--- src/common/fabric_pkg.sv ---
// fabric opcodes, link packet and host request formats
package fabric_pkg;

    typedef enum logic [1:0] {
        READ   = 2'd0,
        WRITE  = 2'd1,
        RD_RSP = 2'd2
    } t_opcode;

    typedef logic [19:0] t_data;

    // link packet
    typedef struct packed {
        t_opcode     opcode;
        logic [7:0]  tag;       // echoed back in RD_RSP
        logic [31:0] address;   // [31:24] dest tile, low bits word index
        t_data       data;
    } t_tile_trans;

    // request as seen at the host port
    typedef struct packed {
        t_opcode     opcode;
        logic [7:0]  tag;
        logic [31:0] address;
        t_data       data;
    } t_host_req;

endpackage

--- src/common/mesh_pkg.sv ---
// mesh topology types, port count and tile coordinate helpers
package mesh_pkg;

    // port / direction index, also used to index router port arrays
    typedef enum logic [2:0] {
        NORTH = 3'd0,
        EAST  = 3'd1,
        SOUTH = 3'd2,
        WEST  = 3'd3,
        LOCAL = 3'd4
    } t_cardinal;

    // x 0 is the host edge, x MESH_X+1 the drain edge
    typedef struct packed {
        logic [3:0] x;
        logic [3:0] y;   // row, counts from 0
    } t_tile_id;

    localparam int NUM_PORTS = 5;

    function automatic t_tile_id make_tile_id(input int x, input int y);
        t_tile_id id;
        id.x = 4'(x);
        id.y = 4'(y);
        return id;
    endfunction

    // destination tile sits in the top address byte
    function automatic t_tile_id addr_tile_id(input logic [31:0] addr);
        return t_tile_id'(addr[31:24]);
    endfunction

endpackage
--- src/tile/mini_tile.sv ---
// compute tile: router with the scratchpad on its local port
`timescale 1ns/1ns
module mini_tile
import mesh_pkg::*, fabric_pkg::*;
#(
    parameter int MESH_X     = 2,
    parameter int MEM_WORDS  = 16,
    parameter int FIFO_DEPTH = 2
) (
    input  logic            clk,
    input  logic            rst,
    input  t_tile_id        local_tile_id,
    // ================ north ===============
    input  logic            in_north_req_valid,
    input  var t_tile_trans in_north_req,
    input  logic            in_north_ready,
    output logic            out_north_ready,
    output logic            out_north_req_valid,
    output t_tile_trans     out_north_req,
    // ================ east ================
    input  logic            in_east_req_valid,
    input  var t_tile_trans in_east_req,
    input  logic            in_east_ready,
    output logic            out_east_ready,
    output logic            out_east_req_valid,
    output t_tile_trans     out_east_req,
    // ================ south ===============
    input  logic            in_south_req_valid,
    input  var t_tile_trans in_south_req,
    input  logic            in_south_ready,
    output logic            out_south_ready,
    output logic            out_south_req_valid,
    output t_tile_trans     out_south_req,
    // ================ west ================
    input  logic            in_west_req_valid,
    input  var t_tile_trans in_west_req,
    input  logic            in_west_ready,
    output logic            out_west_ready,
    output logic            out_west_req_valid,
    output t_tile_trans     out_west_req
);

// local port, names match the router so it binds by name
logic        in_local_req_valid;    // endpoint response into router
t_tile_trans in_local_req;
logic        in_local_ready;        // endpoint can take a request
logic        out_local_ready;
logic        out_local_req_valid;   // router delivery to endpoint
t_tile_trans out_local_req;

router #(.FIFO_DEPTH(FIFO_DEPTH)) u_router (.*);

tile_mem #(.MESH_X(MESH_X), .MEM_WORDS(MEM_WORDS)) u_mem (
    .clk           (clk),
    .rst           (rst),
    .local_tile_id (local_tile_id),
    .in_req_valid  (out_local_req_valid),
    .in_req        (out_local_req),
    .rsp_ready     (out_local_ready),
    .in_ready      (in_local_ready),
    .rsp_valid     (in_local_req_valid),
    .rsp           (in_local_req)
);

endmodule

--- src/tile/tile_mem.sv ---
// scratchpad endpoint: silent writes, reads answered with RD_RSP packets
`timescale 1ns/1ns
module tile_mem
import mesh_pkg::*, fabric_pkg::*;
#(
    parameter int MESH_X    = 2,
    parameter int MEM_WORDS = 16
) (
    input  logic            clk,
    input  logic            rst,
    input  t_tile_id        local_tile_id,
    input  logic            in_req_valid,
    input  var t_tile_trans in_req,
    input  logic            rsp_ready,
    output logic            in_ready,
    output logic            rsp_valid,
    output t_tile_trans     rsp
);

localparam int IDX_W = (MEM_WORDS > 1) ? $clog2(MEM_WORDS) : 1;

t_data            mem [MEM_WORDS];
logic [IDX_W-1:0] word;
logic             take_wr;
logic             take_rd;

assign in_ready = !rsp_valid || rsp_ready;   // a stuck response blocks intake
assign word     = in_req.address[IDX_W-1:0];
assign take_wr  = in_req_valid && in_ready && (in_req.opcode == WRITE);
assign take_rd  = in_req_valid && in_ready && (in_req.opcode == READ);

always_ff @(posedge clk) begin
    if (take_wr) mem[word] <= in_req.data;
end

always_ff @(posedge clk) begin
    if (rst) begin
        rsp_valid <= 1'b0;
    end else if (take_rd) begin
        rsp_valid <= 1'b1;
    end else if (rsp_ready) begin
        rsp_valid <= 1'b0;
    end
end

// response heads to our own row at the drain column, so it only goes east
always_ff @(posedge clk) begin
    if (take_rd) begin
        rsp.opcode  <= RD_RSP;
        rsp.tag     <= in_req.tag;
        rsp.address <= {make_tile_id(MESH_X + 1, local_tile_id.y), 24'(word)};
        rsp.data    <= mem[word];
    end
end

endmodule

--- src/tile/router.sv ---
// five-port router with input queues, route lookup and round-robin registered outputs
`timescale 1ns/1ns
module router
import mesh_pkg::*, fabric_pkg::*;
#(
    parameter int FIFO_DEPTH = 2
) (
    input  logic            clk,
    input  logic            rst,
    input  t_tile_id        local_tile_id,
    // ================ north ===============
    input  logic            in_north_req_valid,
    input  var t_tile_trans in_north_req,
    input  logic            in_north_ready,     // room at the north neighbour
    output logic            out_north_ready,
    output logic            out_north_req_valid,
    output t_tile_trans     out_north_req,
    // ================ east ================
    input  logic            in_east_req_valid,
    input  var t_tile_trans in_east_req,
    input  logic            in_east_ready,
    output logic            out_east_ready,
    output logic            out_east_req_valid,
    output t_tile_trans     out_east_req,
    // ================ south ===============
    input  logic            in_south_req_valid,
    input  var t_tile_trans in_south_req,
    input  logic            in_south_ready,
    output logic            out_south_ready,
    output logic            out_south_req_valid,
    output t_tile_trans     out_south_req,
    // ================ west ================
    input  logic            in_west_req_valid,
    input  var t_tile_trans in_west_req,
    input  logic            in_west_ready,
    output logic            out_west_ready,
    output logic            out_west_req_valid,
    output t_tile_trans     out_west_req,
    // ================ local ===============
    input  logic            in_local_req_valid,
    input  var t_tile_trans in_local_req,
    input  logic            in_local_ready,
    output logic            out_local_ready,
    output logic            out_local_req_valid,
    output t_tile_trans     out_local_req
);

localparam int P = NUM_PORTS;

// all per-port arrays are indexed by t_cardinal
logic [P-1:0] in_valid;
logic [P-1:0] dn_ready;             // downstream room per output
logic [P-1:0] q_full;
logic [P-1:0] q_empty;
logic [P-1:0] q_pop;
logic [P-1:0] load;                 // output stage free or draining
logic [P-1:0] out_valid;
logic [P-1:0] gnt [P];              // per output, one bit per input
logic [2:0]   win [P];              // winning input per output
logic [2:0]   last_gnt [P];         // round-robin pointer
t_tile_trans  in_pkt [P];
t_tile_trans  q_head [P];
t_tile_trans  out_pkt [P];
t_cardinal    head_dir [P];

assign in_valid = {in_local_req_valid, in_west_req_valid, in_south_req_valid,
                   in_east_req_valid, in_north_req_valid};
assign dn_ready = {in_local_ready, in_west_ready, in_south_ready,
                   in_east_ready, in_north_ready};

assign in_pkt[NORTH] = in_north_req;
assign in_pkt[EAST]  = in_east_req;
assign in_pkt[SOUTH] = in_south_req;
assign in_pkt[WEST]  = in_west_req;
assign in_pkt[LOCAL] = in_local_req;

assign out_north_ready = !q_full[NORTH];   // ready is queue room only
assign out_east_ready  = !q_full[EAST];
assign out_south_ready = !q_full[SOUTH];
assign out_west_ready  = !q_full[WEST];
assign out_local_ready = !q_full[LOCAL];

assign out_north_req_valid = out_valid[NORTH];
assign out_east_req_valid  = out_valid[EAST];
assign out_south_req_valid = out_valid[SOUTH];
assign out_west_req_valid  = out_valid[WEST];
assign out_local_req_valid = out_valid[LOCAL];
assign out_north_req       = out_pkt[NORTH];
assign out_east_req        = out_pkt[EAST];
assign out_south_req       = out_pkt[SOUTH];
assign out_west_req        = out_pkt[WEST];
assign out_local_req       = out_pkt[LOCAL];

for (genvar i = 0; i < P; i++) begin : g_in
    fabric_fifo #(.FIFO_DEPTH(FIFO_DEPTH), .T_DATA(t_tile_trans)) u_in_q (
        .clk       (clk),
        .rst       (rst),
        .push      (in_valid[i] && !q_full[i]),
        .push_data (in_pkt[i]),
        .pop       (q_pop[i]),
        .full      (q_full[i]),
        .empty     (q_empty[i]),
        .pop_data  (q_head[i])
    );

    next_tile_route u_route (
        .local_tile_id (local_tile_id),
        .dest_id       (addr_tile_id(q_head[i].address)),
        .next_card     (head_dir[i])
    );
end

// each head asks for exactly one output, so an input wins at most once
always_comb begin
    int idx;
    q_pop = '0;
    for (int o = 0; o < P; o++) begin
        gnt[o]  = '0;
        win[o]  = last_gnt[o];
        load[o] = !out_valid[o] || dn_ready[o];
        for (int k = 1; k <= P; k++) begin
            idx = (int'(last_gnt[o]) + k) % P;   // start just past last winner
            if (load[o] && gnt[o] == '0 && !q_empty[idx] &&
                head_dir[idx] == t_cardinal'(o)) begin
                gnt[o][idx] = 1'b1;
                win[o]      = 3'(idx);
            end
        end
        q_pop = q_pop | gnt[o];
    end
end

always_ff @(posedge clk) begin
    if (rst) begin
        out_valid <= '0;
        for (int o = 0; o < P; o++) begin
            last_gnt[o] <= 3'(P - 1);
        end
    end else begin
        for (int o = 0; o < P; o++) begin
            if (load[o]) out_valid[o] <= |gnt[o];
            if (|gnt[o]) last_gnt[o] <= win[o];
        end
    end
end

always_ff @(posedge clk) begin
    for (int o = 0; o < P; o++) begin
        if (|gnt[o]) out_pkt[o] <= q_head[win[o]];
    end
end

// side inputs only, a packet never heads back out the side it came in by
for (genvar i = 0; i < int'(LOCAL); i++) begin : g_chk
    a_no_u_turn: assert property (@(posedge clk) disable iff (rst)
        !q_empty[i] |-> head_dir[i] != t_cardinal'(i));
end

endmodule

--- src/hdl/next_tile_route.sv ---
// dimension ordered next hop, x first then y
`timescale 1ns/1ns
module next_tile_route
import mesh_pkg::*;
(
    input  t_tile_id  local_tile_id,
    input  t_tile_id  dest_id,
    output t_cardinal next_card
);

always_comb begin
    if (dest_id.x > local_tile_id.x) begin
        next_card = EAST;           // includes the drain edge
    end else if (dest_id.x < local_tile_id.x) begin
        next_card = WEST;
    end else if (dest_id.y > local_tile_id.y) begin
        next_card = SOUTH;          // rows grow southward
    end else if (dest_id.y < local_tile_id.y) begin
        next_card = NORTH;
    end else begin
        next_card = LOCAL;          // arrived
    end
end

endmodule

--- src/hdl/fabric_fifo.sv ---
// small synchronous circular queue with a payload type parameter
`timescale 1ns/1ns
module fabric_fifo #(
    parameter int  FIFO_DEPTH = 2,
    parameter type T_DATA     = logic [7:0]
) (
    input  logic  clk,
    input  logic  rst,
    input  logic  push,
    input  T_DATA push_data,
    input  logic  pop,
    output logic  full,
    output logic  empty,
    output T_DATA pop_data
);

localparam int PTR_W = (FIFO_DEPTH > 1) ? $clog2(FIFO_DEPTH) : 1;

T_DATA            mem [FIFO_DEPTH];   // payload storage
logic [PTR_W-1:0] wr_ptr;
logic [PTR_W-1:0] rd_ptr;
logic [PTR_W:0]   count;              // occupancy

assign full     = (count == (PTR_W+1)'(FIFO_DEPTH));
assign empty    = (count == '0);
assign pop_data = mem[rd_ptr];        // head is always visible

always_ff @(posedge clk) begin
    if (rst) begin
        wr_ptr <= '0;
        rd_ptr <= '0;
        count  <= '0;
    end else begin
        if (push) begin
            wr_ptr <= (wr_ptr == PTR_W'(FIFO_DEPTH - 1)) ? '0 : wr_ptr + 1'b1;
        end
        if (pop) begin
            rd_ptr <= (rd_ptr == PTR_W'(FIFO_DEPTH - 1)) ? '0 : rd_ptr + 1'b1;
        end
        count <= count + (PTR_W+1)'(push) - (PTR_W+1)'(pop);
    end
end

always_ff @(posedge clk) begin
    if (push) begin
        mem[wr_ptr] <= push_data;
    end
end

// callers must honour full / empty
a_no_overflow:  assert property (@(posedge clk) disable iff (rst) !(push && full));
a_no_underflow: assert property (@(posedge clk) disable iff (rst) !(pop && empty));

endmodule

--- config.mk ---
export PLATFORM = sky130hd
export DESIGN_NAME = mini_tile
export DESIGN_NICKNAME = d
export VERILOG_FILES = /design/src/common/fabric_pkg.sv /design/src/common/mesh_pkg.sv /design/src/tile/mini_tile.sv /design/src/tile/tile_mem.sv /design/src/tile/router.sv /design/src/hdl/next_tile_route.sv /design/src/hdl/fabric_fifo.sv
export SDC_FILE = /design/constraint.sdc
export NUM_CORES = 2
export LEC_CHECK = 0
export ABC_CLOCK_PERIOD_IN_PS = 7600
export BUFFER_PORTS_ARGS = -buffer_cell sky130_fd_sc_hd__buf_2
export CAP_MARGIN = 40
export CORE_MARGIN = 5
export CORE_UTILIZATION = 55
export CTS_BUF_LIST = sky130_fd_sc_hd__clkbuf_4 sky130_fd_sc_hd__clkbuf_8 sky130_fd_sc_hd__clkbuf_16
export DETAILED_ROUTE_END_ITERATION = 8
export PLACE_DENSITY_LB_ADDON = 0.05
export SYNTH_ARGS = -nofsm -noshare
export SYNTH_HDL_FRONTEND = slang
export SYNTH_SLANG_ARGS = --single-unit
--- constraint.sdc ---
create_clock -name clk -period 7.6 [get_ports clk]
set_input_delay 0.38 -clock clk [delete_from_list [all_inputs] [get_ports clk]]
set_output_delay 0.38 -clock clk [all_outputs]
set_load 0.05 [all_outputs]
==> reports/qor.csv <==
metric;value;unit
# port buffers;521;
reg2reg end;u_router.out_pkt[0][111];
GRT Total Usage;38.2;%
hold depth;4;
Via density;6.77;
number of global-route vias before repair;55800;
die height;368;um
CP Class;flop to flop;
Synth Cell Area;70400;um^2
Worst slew margin;36.0;%
clock buffer count from CTS;135;
worst slew pin tran;0.933;ns
maximum fanout along the worst path;38;
status;completed;
Clock Latency Late Sink;0.78;ns
layout overhead on the synthesized area;19.8;%
full die area;135000;um^2
max cap viols;0;
first-pass GRT wire length;381000;um
distinct cell type count after synthesis;120;
gr ovfl total;0;
Clock Skew;0.0545;ns
Worst EP arrival;7.97;ns
Remaining DRCs;0;
CTS tree;done;
most frequent cells in the layout;edfxtp_1 (1,221), mux2i_1 (607), buf_2 (523);
Final GP Congestion;0.990;
ys async rst share;0;%
Die X;368;um
FF+latch count, synth;1252;
via count;58100;
Sink Count;1252;
Most used DFF post-synth;edfxtp_1;
final number of setup-violating endpoints;0;
Initial Utilization;55.3;%
most frequent CP cell;buf_4;
H-tree depth;4;
largest net degree at the start of global routing;76;
wire per inst;31.3;um
Fin Setup TNS;0;ns
final hold violation count;0;
Worst Setup Start Kind;flop;
Hold Crit Start;in_west_req_valid;
RSZ-0062 raised after global routing;true;
syn nets;6350;
Crit path largest cell delay;0.53;ns
core area;127000;um^2
Post-Route WL;268000;um
Fmax;0.136;GHz
Min-Delay Endpoint;u_router.g_in[3].u_in_q.wr_ptr;
crit path capture type;flop;
share of cells above drive strength 1;22.3;%
YS warnings;0;
register area share after synthesis;52.9;%
commonest non-fill, non-tap cell in the layout;edfxtp_1;
Iter 0 DRT Violations;7534;
CP max-delay cell;or4b_1;
Slew Limit Fails;0;
CTS root buf;clkbuf_16;
RR Startpoint;u_router.last_gnt[0][4];
Routed Antenna Nets;0;
# nets final;7247;
cell count after synthesis;5902;
DR pass1 iterations;6;
Worst Path Buf+Inv;5;
Worst Reg2Reg Path Length in Cells;26;
IO Count;522;
Post-DP HPWL;186000;um
Avg Cell Area, Syn;11.9;um^2
family with the most delay on the worst path;simple AND/OR/NAND/NOR gates;
Row Count;131;
CTS max path bufs;3;
fin crit period;7.38;ns
Post-synth EDFFs;1221;
Required @ worst endpoint;8.19;ns
Hold/Removal Path Class;input port to flop;
antenna violations before repair;30;
Tcrit/Tclk final;97.1;%
CTS clk-pin slew, worst paths;0.06;ns
r2r setup slk;0.22;ns
## metal layers
layer	track usage (%)	part of all wire [%]	wire (um)
met1	49.1	37	100000
met2	61.1	46	124000
met3	7.78	10	27000
met4	21.1	6.4	17300
met5	0	0.015	41
## tightest hold or removal path, cell delays in order
cell and delay [ns]:
buf_2 0.10, nand2_1 0.14, xor2_1 0.08, nor2_1 0.07
## worst max-delay path by stage
stage                                       start                               end  depth (start not counted)
final                     u_router.last_gnt[0][4]          u_router.out_pkt[0][111]                         26
after detailed placement  u_router.last_gnt[0][4]          u_router.out_pkt[0][111]                         25
after CTS                 u_router.last_gnt[0][4]          u_router.out_pkt[0][111]                         25
after global routing      u_router.last_gnt[0][9]  u_router.g_in[4].u_in_q.count[1]                         28
after global placement    u_router.last_gnt[0][4]          u_router.out_pkt[0][111]                         25
after floorplan           u_router.last_gnt[0][3]           u_router.last_gnt[0][7]                         27
## per-stage QoR
step | std cells | setup WS, ns | hold WS [ns] | cell area (um^2) | util (%)
floorplan | 5902 | -0.00178 | 0.400 | 70600 | -
global placement | 8047 | 0.0962 | 0.405 | 76900 | 60.4
detailed placement | 8068 | 0.168 | 0.419 | 77200 | 60.6
CTS | 8559 | 0.156 | 0.0250 | 84200 | 66.1
global route | 8574 | -0.00610 | 0.0943 | 84400 | 66.2
finish | 8579 | 0.222 | 0.0640 | 84400 | 66.3
## cells in the mapped netlist, types with 37 or more instances
cell,instances,area (um^2)
o221ai_1,49,429
a31oi_1,48,300
mux2i_1,610,6110
nand2b_1,54,338
a211oi_1,39,293
ha_1,181,2260
buf_1,40,150
nor3_1,103,515
nand4_1,45,282
a21oi_1,257,1290
a22oi_1,66,495
o31ai_1,50,375
mux2_2,163,1840
o21a_1,43,323
nor2_1,328,1230
and2_1,40,250
nor2b_1,56,350
or3_1,37,231
o211ai_1,115,863
o21ai_1,79,395
buf_2,93,465
inv_1,177,664
nor4_1,40,250
mux4_2,106,2390
nand3_1,155,776
clkbuf_1,209,785
o22ai_1,107,669
nand2_1,459,1720
o21ai_0,222,1110
edfxtp_1,1221,36700
a221o_1,41,410
xnor2_1,64,561
## cells by family (layout without fill, tap and decap cells)
kind of cell,count (synthesis),in the layout,share of synthesized area (%)
flops,1252,1252,52.9
mux,879,879,14.7
other cells,0,16,0
fa+ha+maj,182,182,3.24
compound gates,1445,1445,14.2
xor+xnor,84,84,1.08
simple gates,1512,1512,10.7
buf+inv,548,1547,3.20
## registers in the layout, summed over array words and instances, names as in the netlist, named ones only
name and cells:
u_mem.mem 320, u_mem.rsp 36, u_mem.rsp_valid 1, u_router.g_in.u_in_q.count 10, u_router.g_in.u_in_q.mem 568, u_router.g_in.u_in_q.rd_ptr 5, u_router.g_in.u_in_q.wr_ptr 5, u_router.last_gnt 15
u_router.out_pkt 282, u_router.out_valid 5
## area by class of cell
cell class | instances | area (um^2)
tap | 1662 | 2080
clock inverter | 77 | 860
multi-input combinational | 4102 | 31400
antenna | 16 | 40.0
sequential | 1252 | 37300
clock buffer | 162 | 3620
fill | 9421 | 43000
timing repair buffer | 1120 | 8390
inverter | 188 | 723
## timing repair
item	CTS	global route
buffers inserted	0	3
gates resized for setup	0	16
setup endpoints to repair	0	147
hold buffers	252	0
endpoints found under the hold margin	500	0
Power is left out: the tool's default activity adds up to more than one toggle a clock period on the data nets, which glitch-free logic cannot reach.
