--- src/common/fabric_pkg.sv ---
// fabric opcodes, link packet and host request formats
package fabric_pkg;

    typedef enum logic [1:0] {
        READ   = 2'd0,
        WRITE  = 2'd1,
        RD_RSP = 2'd2
    } t_opcode;

    typedef logic [19:0] t_data;

    // link packet
    typedef struct packed {
        t_opcode     opcode;
        logic [7:0]  tag;       // echoed back in RD_RSP
        logic [31:0] address;   // [31:24] dest tile, low bits word index
        t_data       data;
    } t_tile_trans;

    // request as seen at the host port
    typedef struct packed {
        t_opcode     opcode;
        logic [7:0]  tag;
        logic [31:0] address;
        t_data       data;
    } t_host_req;

endpackage

--- src/common/mesh_pkg.sv ---
// mesh topology types, port count and tile coordinate helpers
package mesh_pkg;

    // port / direction index, also used to index router port arrays
    typedef enum logic [2:0] {
        NORTH = 3'd0,
        EAST  = 3'd1,
        SOUTH = 3'd2,
        WEST  = 3'd3,
        LOCAL = 3'd4
    } t_cardinal;

    // x 0 is the host edge, x MESH_X+1 the drain edge
    typedef struct packed {
        logic [3:0] x;
        logic [3:0] y;   // row, counts from 0
    } t_tile_id;

    localparam int NUM_PORTS = 5;

    function automatic t_tile_id make_tile_id(input int x, input int y);
        t_tile_id id;
        id.x = 4'(x);
        id.y = 4'(y);
        return id;
    endfunction

    // destination tile sits in the top address byte
    function automatic t_tile_id addr_tile_id(input logic [31:0] addr);
        return t_tile_id'(addr[31:24]);
    endfunction

endpackage
--- src/hdl/req_inject.sv ---
// host request queue, steers each request to the west edge of its row
`timescale 1ns/1ns
module req_inject
import mesh_pkg::*, fabric_pkg::*;
#(
    parameter int MESH_Y     = 2,
    parameter int FIFO_DEPTH = 2
) (
    input  logic              clk,
    input  logic              rst,
    input  logic              host_req_valid,
    input  var t_host_req     host_req,
    input  logic [MESH_Y-1:0] row_ready,
    output logic              host_ready,
    output logic [MESH_Y-1:0] row_req_valid,
    output t_tile_trans       row_req [MESH_Y]
);

logic        full;
logic        empty;
t_host_req   head;
t_tile_id    dest;

fabric_fifo #(.FIFO_DEPTH(FIFO_DEPTH), .T_DATA(t_host_req)) u_req_q (
    .clk       (clk),
    .rst       (rst),
    .push      (host_req_valid && !full),
    .push_data (host_req),
    .pop       (|(row_req_valid & row_ready)),   // taken by its row
    .full      (full),
    .empty     (empty),
    .pop_data  (head)
);

assign host_ready = !full;
assign dest       = addr_tile_id(head.address);

always_comb begin
    for (int r = 0; r < MESH_Y; r++) begin
        row_req_valid[r]   = !empty && (int'(dest.y) == r);   // only the target row
        row_req[r].opcode  = head.opcode;
        row_req[r].tag     = head.tag;
        row_req[r].address = head.address;
        row_req[r].data    = head.data;
    end
end

endmodule

--- src/hdl/fabric_fifo.sv ---
// small synchronous circular queue with a payload type parameter
`timescale 1ns/1ns
module fabric_fifo #(
    parameter int  FIFO_DEPTH = 2,
    parameter type T_DATA     = logic [7:0]
) (
    input  logic  clk,
    input  logic  rst,
    input  logic  push,
    input  T_DATA push_data,
    input  logic  pop,
    output logic  full,
    output logic  empty,
    output T_DATA pop_data
);

localparam int PTR_W = (FIFO_DEPTH > 1) ? $clog2(FIFO_DEPTH) : 1;

T_DATA            mem [FIFO_DEPTH];   // payload storage
logic [PTR_W-1:0] wr_ptr;
logic [PTR_W-1:0] rd_ptr;
logic [PTR_W:0]   count;              // occupancy

assign full     = (count == (PTR_W+1)'(FIFO_DEPTH));
assign empty    = (count == '0);
assign pop_data = mem[rd_ptr];        // head is always visible

always_ff @(posedge clk) begin
    if (rst) begin
        wr_ptr <= '0;
        rd_ptr <= '0;
        count  <= '0;
    end else begin
        if (push) begin
            wr_ptr <= (wr_ptr == PTR_W'(FIFO_DEPTH - 1)) ? '0 : wr_ptr + 1'b1;
        end
        if (pop) begin
            rd_ptr <= (rd_ptr == PTR_W'(FIFO_DEPTH - 1)) ? '0 : rd_ptr + 1'b1;
        end
        count <= count + (PTR_W+1)'(push) - (PTR_W+1)'(pop);
    end
end

always_ff @(posedge clk) begin
    if (push) begin
        mem[wr_ptr] <= push_data;
    end
end

// callers must honour full / empty
a_no_overflow:  assert property (@(posedge clk) disable iff (rst) !(push && full));
a_no_underflow: assert property (@(posedge clk) disable iff (rst) !(pop && empty));

endmodule

--- config.mk ---
export PLATFORM = sky130hd
export DESIGN_NAME = req_inject
export DESIGN_NICKNAME = d
export VERILOG_FILES = /design/src/common/fabric_pkg.sv /design/src/common/mesh_pkg.sv /design/src/hdl/req_inject.sv /design/src/hdl/fabric_fifo.sv
export SDC_FILE = /design/constraint.sdc
export NUM_CORES = 1
export LEC_CHECK = 0
export BUFFER_PORTS_ARGS = -buffer_cell sky130_fd_sc_hd__buf_2
export CAP_MARGIN = 10
export CORE_MARGIN = 5
export CORE_UTILIZATION = 50
export DETAILED_ROUTE_END_ITERATION = 7
export PLACE_DENSITY = 0.81
export REMOVE_ABC_BUFFERS = 1
export SLEW_MARGIN = 30
export SYNTH_ARGS = -nofsm -noshare
export SYNTH_HDL_FRONTEND = slang
export SYNTH_SLANG_ARGS = --single-unit
--- constraint.sdc ---
create_clock -name clk -period 9.2 [get_ports clk]
set_clock_uncertainty 0.15 [all_clocks]
set_input_delay 0.46 -clock clk [delete_from_list [all_inputs] [get_ports clk]]
set_output_delay 0.46 -clock clk [all_outputs]
set_load 0.01 [all_outputs]
==> summary.md, run 1 <==
| Metric | Value |
|---|---|
| Cell Pwr Density | `229.7 mW/mm2` |
| Most frequent cells in the layout | `buf_2, edfxtp_1, dlygate4sd3_1` |
| Period utilization | `33.40%` |
| CP max FO | `33` |
| Longest Clk Path Bufs | `2` |
| CTS HTree Levels | `4` |
| Design Area, Final | `0.007141 mm2` |
| Worst-Margin Slew | `0.8687 ns` |
| Critical path required time | `8.59 ns` |
| Die area | `0.01257 mm2` |
| Clock slew at reported path FFs | `0.05 ns` |
| Syn Area/Cell | `18.23 um2` |
| Logic pwr share | `14.7%` |
| # rows | `37` |
| Drt pass-1 iters | `4` |
| Nets | `563` |
| Mapped cell area | `0.005215 mm2` |
| Filler cell count | `670` |
| Clock Sinks | `129` |
| Yosys warnings | `0` |
| First DRT Iteration DRCs | `153` |
| Hold Vio Cnt, Final | `0` |
| Final Core Density | `69.79%` |
| CP Class | `reg -> out` |
| Area growth syn-to-layout | `36.92%` |
| Dpl cell area | `0.005884 mm2` |
| Internal reg-to-reg setup slack | `6.48 ns` |
| Final Max Tran Viols | `0` |
| Flops & latches, synth | `129` |
| Clk network pwr share | `41.0%` |
| Vias/cell | `4.750` |
| Antenna violations before repair | `0` |
| Met2 wire len | `5775 um` |
| CTS tree | `done` |
| Sequential power share | `44.3%` |
| Total Power | `1.640 mW` |
| Post-synthesis cell type count | `24` |
| Drt wl/cell | `16.52 um` |
| Tmin final | `3.073 ns` |
| Pin count of the biggest net entering global routing | `63` |
| Vias in the first global route | `3375` |
| Worst Reg-to-Reg Cells | `8` |
| Max VDD drop | `127.5 uV` |
| Commonest non-fill, non-tap cell in the layout | `buf_2` |
| Last element of the critical path | `row_req[80]` |
| Final Non-Filler Cells | `644` |
| Post-Place Setup Slack | `6.441 ns` |
| Core Footprint | `0.01023 mm2` |
| Die width | `112.1 um` |
| Met3 WL | `726 um` |
| P_int | `1.261 mW` |
| Antenna-violating nets left | `0` |
| Global route total overflow | `0` |
| Die Y | `112.1 um` |
| Post-CTS Setup Repair Bufs | `0` |
| Max Used Layer | `met4` |
| Setup ws final | `6.127 ns` |
| Leak | `2.827 nW` |
| First-pass GRT wire length | `16670 um` |
| Crit. End Element | `output pin` |
| Worst hold margin | `0.05201 ns` |
| MaxCap Viol Count | `0` |
| Reg2reg end | `u_req_q.count[1]` |
| DR DRC count | `0` |
| Multi-input combinational cell area | `897.1 um2` |
| Final Routed Wirelength | `10640 um` |
| WP data arrival | `2.46 ns` |
| Cells after Synth | `286` |
| Sw power | `379.2 uW` |
| Placed instance count | `549` |
| Final HPWL DP | `6544 um` |
| Sw frac | `23.11%` |
| IO buf count | `193` |
| DR vias | `3059` |
| GP Congestion | `0.8088` |
| Inserted Clock Buffers | `17` |
| Inserted Diodes | `0` |
| Sequential element share of the synthesized area | `73.32%` |
| Share of layout cells above drive strength 1 | `58.07%` |
| Fmax | `0.3255 GHz` |
| Total negative setup slack | `0 ns` |
| Register area | `0.003825 mm2` |
| Initial core utilization | `50.97%` |
| Hold WC Path Type | `in -> reg` |
| CTS Root Cell | `clkbuf_8` |
| Worst-Skew Late Latency | `0.49 ns` |
| Run status | `completed` |
| Boundary pin count | `194` |
| Final setup vio count | `0` |
| Total GRT Usage | `16.79%` |
| CP Launch Type | `flop` |
| Rel. slew slack | `42.09%` |
| RSZ-0062 raised after global routing | `false` |
| Met1 WL | `3917 um` |
[area by class of cell]
type                       instances  share of cell area (%)
tap                              136                   2.383
inverter                           1                 0.05257
sequential                       129                   53.57
clock inverter                    14                   2.663
multi-input combinational         87                   12.56
timing repair buffer             259                   22.92
clock buffer                      18                   5.852
[power by group through the flow]
| stage | registers [mW] | logic [mW] | clock network, mW |
|---|---|---|---|
| 5_1_grt | 0.731 | 0.260 | 0.721 |
| 6_report | 0.727 | 0.241 | 0.672 |
| 2_1_floorplan | 0.739 | 0.113 | 0 |
| 4_1_cts | 0.728 | 0.238 | 0.688 |
| 3_3_place_gp | 0.737 | 0.213 | 0 |
| 3_5_place_dp | 0.740 | 0.216 | 0 |
[worst min path at each step]
stage / start / endpoint / slack [ns] / cells past startpoint
floorplan: u_req_q.rd_ptr / flop / 0.32 / 2
finish: rst / flop / 0.05 / 2
CTS: rst / u_req_q.rd_ptr / 0.02 / 2
global route: rst / u_req_q.rd_ptr / 0.04 / 2
global placement: u_req_q.rd_ptr / u_req_q.rd_ptr / 0.36 / 2
detailed placement: u_req_q.rd_ptr / flop / 0.38 / 2
[kinds of logic after synthesis]
| logic type | synth area share, % |
|---|---|
| AND/OR/NAND/NOR | 1.728 |
| buffers and inverters | 9.645 |
| adder cells (fa/ha/maj) | 0.2399 |
| flip-flops | 73.32 |
| XOR/XNOR | 0.5039 |
| AO/OA/AOI/OAI | 0.5756 |
| multiplexers | 13.99 |
[sequential cells by signal (all words and copies together), names as in the netlist, named ones only]
name and count:
u_req_q.rd_ptr 1, u_req_q.wr_ptr 1, u_req_q.count 2, u_req_q.mem 124
[cells in the mapped netlist, drive strengths merged]
| cell | instances | area [um2] |
|---|---|---|
| ha | 1 | 12.51 |
| nand2b | 1 | 6.260 |
| xor2 | 1 | 8.760 |
| mux2i | 2 | 23.77 |
| dfxtp | 5 | 100.1 |
| mux2 | 62 | 705.7 |
| a21oi | 2 | 10.01 |
| buf | 63 | 476.7 |
| o221ai | 1 | 15.01 |
| o21ai | 1 | 5.000 |
| edfxtp | 124 | 3724 |
| or3 | 1 | 6.260 |
| nor3 | 1 | 5.000 |
| nor2 | 5 | 18.77 |
| and3 | 1 | 6.260 |
| nand2 | 1 | 3.750 |
| nor2b | 3 | 18.77 |
| nor3b | 2 | 25.02 |
| clkbuf | 6 | 22.52 |
| inv | 1 | 3.750 |
| xnor2 | 2 | 17.52 |
[worst max-delay path, cell delays in order (launching register included)]
cell and delay (ns):
dfxtp_2 0.82, buf_4 0.53, mux2_2 0.42, buf_2 0.15
[metal layers]
layer / vias up / global-route usage (%)
met5: - / 0
li1: 1431 / -
met3: 20 / 5.175
met2: 126 / 30.71
met4: 0 / 6.971
met1: 1482 / 17.90
[what timing repair did]
| action | 4_1_cts | 5_1_grt |
|---|---|---|
| setup endpoints to repair | 0 | 0 |
| hold endpoints to repair | 124 | 0 |
| hold buffers | 62 | 0 |
| gates resized for setup | 0 | 0 |
No activity file was read; power rests on OpenSTA's default activity.
==> run 2: changes to the inputs <==
--- a/config.mk
+++ b/config.mk
@@ -5,12 +5,13 @@
 export SDC_FILE = /design/constraint.sdc
 export NUM_CORES = 1
 export LEC_CHECK = 0
+export ABC_AREA = 1
 export BUFFER_PORTS_ARGS = -buffer_cell sky130_fd_sc_hd__buf_2
 export CAP_MARGIN = 10
 export CORE_MARGIN = 5
-export CORE_UTILIZATION = 50
+export CORE_UTILIZATION = 49
 export DETAILED_ROUTE_END_ITERATION = 7
-export PLACE_DENSITY = 0.81
+export PLACE_DENSITY = 0.79
 export REMOVE_ABC_BUFFERS = 1
 export SLEW_MARGIN = 30
 export SYNTH_ARGS = -nofsm -noshare
==> constraint.sdc (replaced) <==
create_clock -name clk -period 3.1 [get_ports clk]
set_clock_uncertainty 0.15 [all_clocks]
set_input_delay 0.155 -clock clk [delete_from_list [all_inputs] [get_ports clk]]
set_output_delay 0.155 -clock clk [all_outputs]
set_load 0.01 [all_outputs]
==> run 2 against run 1 <==
Compared with the run above: sequential share of layout area fell by 0.19 points; sequential power rose to 2.9 times the previous value; non-clock buffer count grew 5; setup slack lost 5.5 ns; cell count grew 22%; die area is 2.9% higher; total power rose to 2.8 times the previous value; largest power group unchanged; design area increased by 0.35%; via count increased by 20%; critical path type is now reg -> reg; combinational power rose to 2.9 times the previous value.
==> summary.md, run 2 <==
| Metric | Value |
|---|---|
| Largest register FFs | `124 (unchanged)` |
| Internal reg-to-reg setup slack | `0.63 ns (-5.85 ns)` |
| Longest Clk Path Bufs | `2 (unchanged)` |
| CP max stage delay | `0.61 ns (-0.21 ns)` |
| Final HPWL DP | `7177 um (+9.7%)` |
| Rel. slew slack | `52.14% (+10 points)` |
| Syn Area/Cell | `12.29 um2 (-33%)` |
| Share of layout cells above drive strength 1 | `36.92% (-21 points)` |
| Final setup vio count | `0 (unchanged)` |
| Drt wl/cell | `15.11 um (-8.5%)` |
| Global route total overflow | `0 (unchanged)` |
| Crit path max-delay cell type | `dlygate4sd3_1` |
| Commonest non-fill, non-tap cell in the layout | `buf_2` |
| Boundary pin count | `194 (unchanged)` |
| Vias in the first global route | `3821 (+13%)` |
| Critical path required time | `3.35 ns (-5.24 ns)` |
| Worst-Skew Late Latency | `0.51 ns (+0.02 ns)` |
| WP data arrival | `2.73 ns (+0.27 ns)` |
| Yosys warnings | `0 (unchanged)` |
| Core Footprint | `0.01042 mm2 (+1.8%)` |
| RSZ-0062 raised after global routing | `false` |
| Dominant cells by area after synthesis | `edfxtp_1, nand2_1, buf_4` |
| Mapped cell area | `0.005274 mm2 (+1.1%)` |
| Flops & latches, synth | `129 (unchanged)` |
| Sequential element share of the synthesized area | `72.50% (-0.82 points)` |
| First DRT Iteration DRCs | `172 (+12%)` |
| CP Class | `reg -> reg` |
| Worst-Margin Slew | `0.7179 ns (-0.1508 ns)` |
| Max VDD drop | `412.8 uV (+220%)` |
| CTS HTree Levels | `4 (unchanged)` |
| Die Y | `113.7 um (+1.4%)` |
| MaxCap Viol Count | `0 (unchanged)` |
| Clock slew at reported path FFs | `0.06 ns (about the same)` |
| Worst hold margin | `0.02324 ns (-0.02877 ns)` |
| Largest regs | `u_req_q.mem (124), u_req_q.count (2)` |
| Final Non-Filler Cells | `787 (+22%)` |
| IO buf count | `193 (unchanged)` |
| Tmin final | `2.475 ns` |
| Number of hold buffers added after CTS | `65 (+4.8%)` |
| Fmax | `0.4041 GHz` |
| Synth cell count leaders | `nand2_1, edfxtp_1, buf_4, nor2_1, inv_1` |
| DR DRC count | `0 (unchanged)` |
| CP max FO | `64 (+94%)` |
| Crit-path cells | `buf_4 > nand2_2 > nand2_4 > nor2_1 > nand3_2 > nand2_2 > dlygate4sd3_1 > o21ai_1 > nor2_1` |
| Filler cell count | `718 (+7.2%)` |
| Number of synthesized flops with an enable pin | `124 (unchanged)` |
| CTS Root Cell | `clkbuf_8` |
| Most frequent cells in the layout | `buf_2, nand2_1, edfxtp_1` |
| First-pass GRT wire length | `18380 um (+10%)` |
| CTS tree | `done` |
| Top FF cell, synth | `edfxtp_1` |
| Antenna-violating nets left | `0 (unchanged)` |
| Total GRT Usage | `18.62% (+1.8 points)` |
| Antenna violations before repair | `1 (+1)` |
| Clock Sinks | `129 (unchanged)` |
| Post-CTS Setup Repair Bufs | `0 (unchanged)` |
| Inserted Clock Buffers | `17 (unchanged)` |
| Final Max Tran Viols | `0 (unchanged)` |
| Cells after Synth | `429 (+50%)` |
| DR vias | `3672 (+20%)` |
| Resize count post-CTS | `0 (unchanged)` |
| Period utilization | `79.84%` |
| Vias/cell | `4.666 (-1.8%)` |
| GP Congestion | `0.7556 (-6.6%)` |
| Synth area leader | `edfxtp_1` |
| Post-Place Setup Slack | `0.6868 ns (-5.755 ns)` |
| Biggest register | `u_req_q.mem` |
| Die width | `113.7 um (+1.4%)` |
| Hold WC Path Type | `in -> reg` |
| Cell Pwr Density | `651.1 mW/mm2 (+180%)` |
| Post-synthesis cell type count | `23 (-4.2%)` |
| Die area | `0.01294 mm2 (+2.9%)` |
| Top cell type's share of synthesized area | `70.60% (-0.80 points)` |
| Final Routed Wirelength | `11890 um (+12%)` |
| CP Launch Type | `flop` |
| Multi-input combinational cell area | `904.6 um2 (+0.84%)` |
| Crit. End Element | `flop` |
| Drt pass-1 iters | `4 (unchanged)` |
| # rows | `37 (unchanged)` |
| Run status | `completed` |
| Register area | `0.003825 mm2 (unchanged)` |
| Top-count cell post-synth | `nand2_1` |
| Final Core Density | `68.79% (-1.0 points)` |
| Nets | `705 (+25%)` |
| Placed instance count | `689 (+26%)` |
| Leak | `3.187 nW (+13%)` |
| Area growth syn-to-layout | `35.87%` |
| Initial core utilization | `50.63% (-0.34 points)` |
| Pin count of the biggest net entering global routing | `65 (+3.2%)` |
| Setup ws final | `0.6251 ns (-5.502 ns)` |
| Hold Vio Cnt, Final | `0 (unchanged)` |
| Ys async rst share | `0% (unchanged)` |
run 2: changes by cell type after synthesis, moves of 2 or more:
cell,before,now
buf_2,0,4
inv_1,1,8
mux2_2,60,0
mux2_4,2,0
nand2_1,1,186
nand2_2,0,5
nand3_2,0,3
nor2_1,5,9
nor2b_1,3,0
nor3b_2,2,0
o21ai_1,0,2
xnor2_1,2,0
run 2: path summary, 6_finish.rpt:
path | to | cells after the start | start
max reg2reg | flop | 9 | flop
min | u_req_q.count[1] | 5 | host_req_valid
max | flop | 9 | flop
min reg2reg | flop | 2 | u_req_q.rd_ptr
run 2: kinds of logic after synthesis:
family	after synthesis	share of synthesized area, %
DFF	129	72.50
xor gates and xnor gates	2	0.3322
and+or+nand+nor	209	15.92
AOI/OAI and AO/OA	4	0.3794
buffers and inverters	84	10.63
adders and majority gates	1	0.2372
run 2: area by class of cell:
| cell class | count | share of cell area, % |
|---|---|---|
| Antenna cell | 1 | 0.03492 |
| Clock buffer | 29 | 7.718 |
| Clock inverter | 3 | 0.2095 |
| Inverter | 9 | 0.4715 |
| Multi-Input combinational cell | 216 | 12.62 |
| Sequential cell | 129 | 53.38 |
| Tap cell | 136 | 2.375 |
| Timing Repair Buffer | 264 | 23.19 |
run 2: worst max-delay path, delay by kind of cell (launching register included):
| family | cells | cell delay (ns) |
|---|---|---|
| buffers and inverters | 2 | 1.14 |
| AOI/OAI and AO/OA | 1 | 0.16 |
| DFF | 1 | 0.33 |
| and+or+nand+nor | 6 | 0.57 |
run 2: per-stage QoR:
| step | power (mW) | instance area, um2 | TNS [ns] |
|---|---|---|---|
| CTS | 4.690 | 7163 | 0 |
| finish | 4.665 | 7166 | 0 |
| detailed placement | 2.787 | 5944 | 0 |
| global route | 4.873 | 7166 | 0 |
| global placement | 2.767 | 5944 | 0 |
| floorplan | 2.472 | 4747 | -94.46 |
run 2: power breakdown:
group	total, mW	switching, mW	leakage [nW]	internal (mW)
combinational	0.697	0.421	1.70	0.276
sequential	2.12	0.0385	1.20	2.08
clock	1.85	0.660	0.282	1.19
run 2: routing by layer:
layer	vias to the layer above	wire length (um)	share of wire [%]	track usage [%]
met1	1713	4302	36	19.57
li1	1778	-	-	-
met5	-	0	0	0
met3	20	967	8.1	5.623
met2	161	6411	54	34.55
met4	0	211	1.8	7.372
==> run 3: changes to the inputs <==
==> constraint.sdc (replaced) <==
create_clock -name clk -period 2.3 [get_ports clk]
set_clock_uncertainty 0.15 [all_clocks]
set_input_delay 0.115 -clock clk [delete_from_list [all_inputs] [get_ports clk]]
set_output_delay 0.115 -clock clk [all_outputs]
set_load 0.01 [all_outputs]
==> run 3 against run 2 <==
Compared with the run above: worst hold slack gained 0.090 ns; critical path type unchanged; cell count grew 0.13%; total power grew 31%.
==> summary.md, run 3 (synthesis gave the netlist of run 2 again) <==
| Metric | Value |
|---|---|
| Run status | `completed` |
| Final Routed Wirelength | `11770 um (-1.1%)` |
| Vias in the first global route | `3760 (-1.6%)` |
| Critical path required time | `2.55 ns (-0.80 ns)` |
| # rows | `37 (unchanged)` |
| Post-CTS Setup Repair Bufs | `0 (unchanged)` |
| Antenna violations before repair | `1 (unchanged)` |
| MaxCap Viol Count | `0 (unchanged)` |
| Die width | `113.7 um (unchanged)` |
| Worst-Margin Slew | `0.4071 ns (-0.3108 ns)` |
| Final Non-Filler Cells | `788 (+0.13%)` |
| CP max stage delay | `0.61 ns (about the same)` |
| Commonest non-fill, non-tap cell in the layout | `buf_2` |
| CTS Root Cell | `clkbuf_8` |
| Drt pass-1 iters | `4 (unchanged)` |
| Inserted Clock Buffers | `17 (unchanged)` |
| Leak | `3.172 nW (-0.47%)` |
| Total Power | `6.126 mW (+31%)` |
| RSZ-0062 raised after global routing | `false` |
| Filler cell count | `710 (-1.1%)` |
| Final setup vio count | `0 (unchanged)` |
| Setup ws final | `0.2118 ns (-0.4133 ns)` |
| Max VDD drop | `531.6 uV (+29%)` |
| Area growth syn-to-layout | `35.63%` |
| IO buf count | `193 (unchanged)` |
| Buf/Inv on CP | `2 (unchanged)` |
| Period utilization | `90.79% (+11 points)` |
| CP Class | `reg -> reg` |
| Largest register FFs | `124 (unchanged)` |
| Total negative setup slack | `0 ns (unchanged)` |
| CP max FO | `9 (-86%)` |
| Cell Pwr Density | `856.5 mW/mm2 (+32%)` |
| Final Max Tran Viols | `0 (unchanged)` |
| Crit-path cells | `inv_2 > nand2_1 > nand2_4 > nor2_1 > nand3_2 > nand2_2 > dlygate4sd3_1 > nand3_1 > nand2_1 > nor2_1` |
| DR DRC count | `0 (unchanged)` |
| Total GRT Usage | `18.10% (-0.51 points)` |
| CTS HTree Levels | `4 (unchanged)` |
| First-pass GRT wire length | `18000 um (-2.1%)` |
| CTS tree | `done` |
| GP Congestion | `0.7917 (+4.8%)` |
| Die area | `0.01294 mm2 (unchanged)` |
| Pin count of the biggest net entering global routing | `64 (-1.5%)` |
| Global route total overflow | `0 (unchanged)` |
| Final Core Density | `68.67% (-0.12 points)` |
| Placed instance count | `689 (unchanged)` |
| Nets | `706 (+0.14%)` |
| Worst path top cell family by delay | `simple AND/OR/NAND/NOR gates` |
| Tmin final | `2.088 ns (-0.3867 ns)` |
| First DRT Iteration DRCs | `170 (-1.2%)` |
| Drt wl/cell | `14.93 um (-1.2%)` |
| Hold Vio Cnt, Final | `0 (unchanged)` |
| Largest regs | `u_req_q.mem (124), u_req_q.count (2)` |
| Fmax | `0.4789 GHz (+19%)` |
| CP Launch Type | `flop` |
| Post-Place Setup Slack | `0.1858 ns (-0.5011 ns)` |
| Longest Clk Path Bufs | `2 (unchanged)` |
| Boundary pin count | `194 (unchanged)` |
| Rel. slew slack | `72.86% (+21 points)` |
| Crit path max-delay cell type | `dlygate4sd3_1` |
| Biggest register | `u_req_q.mem` |
| Most frequent cells in the layout | `buf_2, nand2_1, edfxtp_1` |
| Clock Sinks | `129 (unchanged)` |
| Worst-Skew Late Latency | `0.51 ns (about the same)` |
| DR vias | `3672 (unchanged)` |
| Antenna-violating nets left | `0 (unchanged)` |
| Worst hold margin | `0.1133 ns (+0.09007 ns)` |
| WP data arrival | `2.34 ns (-0.39 ns)` |
| Share of layout cells above drive strength 1 | `37.17% (+0.25 points)` |
| Clock slew at reported path FFs | `0.05 ns (about the same)` |
| Initial core utilization | `50.63% (unchanged)` |
| Dpl cell area | `0.005969 mm2 (+0.42%)` |
| Crit. End Element | `flop` |
| Design Area, Final | `0.007153 mm2 (-0.17%)` |
| Vias/cell | `4.660 (-0.13%)` |
| Die Y | `113.7 um (unchanged)` |
| Final HPWL DP | `7106 um (-0.99%)` |
| Hold WC Path Type | `in -> reg` |
| Core Footprint | `0.01042 mm2 (unchanged)` |
==> run 3: power by group <==
group / switching (mW) / internal, mW / total, mW
registers: 0.0530 / 2.80 / 2.86
logic: 0.570 / 0.382 / 0.952
clock network: 0.910 / 1.41 / 2.32
total: 1.53 / 4.59 / 6.13
==> run 3: cell type report <==
cell class	count	area (um2)	share of cell area [%]
flip-flops and latches	129	3827	53.51
repair buffers	265	1697	23.72
multi-input cells	216	904.6	12.65
clock buffers	19	421.7	5.895
well taps	136	170.2	2.379
clock inverters	13	96.34	1.347
inverters	9	33.78	0.4723
diodes	1	2.502	0.03498
==> run 3: path summary, 6_finish.rpt <==
check	start	end	slack, ns	cells after the start
max	flop	u_req_q.count[1]	0.21	10
min	row_ready[1]	u_req_q.count[0]	0.11	7
max reg2reg	flop	u_req_q.count[1]	0.21	10
min reg2reg	u_req_q.rd_ptr	u_req_q.rd_ptr	0.39	2
==> run 3: worst register-to-register path: stages (launching register included) <==
cell,delay [ns]
dfxtp_4,0.40
inv_2,0.10
nand2_1,0.11
nand2_4,0.07
nor2_1,0.13
nand3_2,0.09
nand2_2,0.08
dlygate4sd3_1,0.61
nand3_1,0.10
nand2_1,0.09
nor2_1,0.05
==> run 3: timing repair <==
item | 4_1_cts | 5_1_grt
endpoints found under the hold margin | 129 | 0
resized for setup | 0 | 1
endpoints found under the setup margin | 0 | 1
hold buffers | 66 | 0
==> run 3: metal layers <==
metal	vias up	global-route usage, %	wire length, um
met5	-	0	0
met4	0	6.250	153
met3	15	5.995	839
met2	142	33.96	6287
met1	1731	18.76	4486
li1	1784	-	-
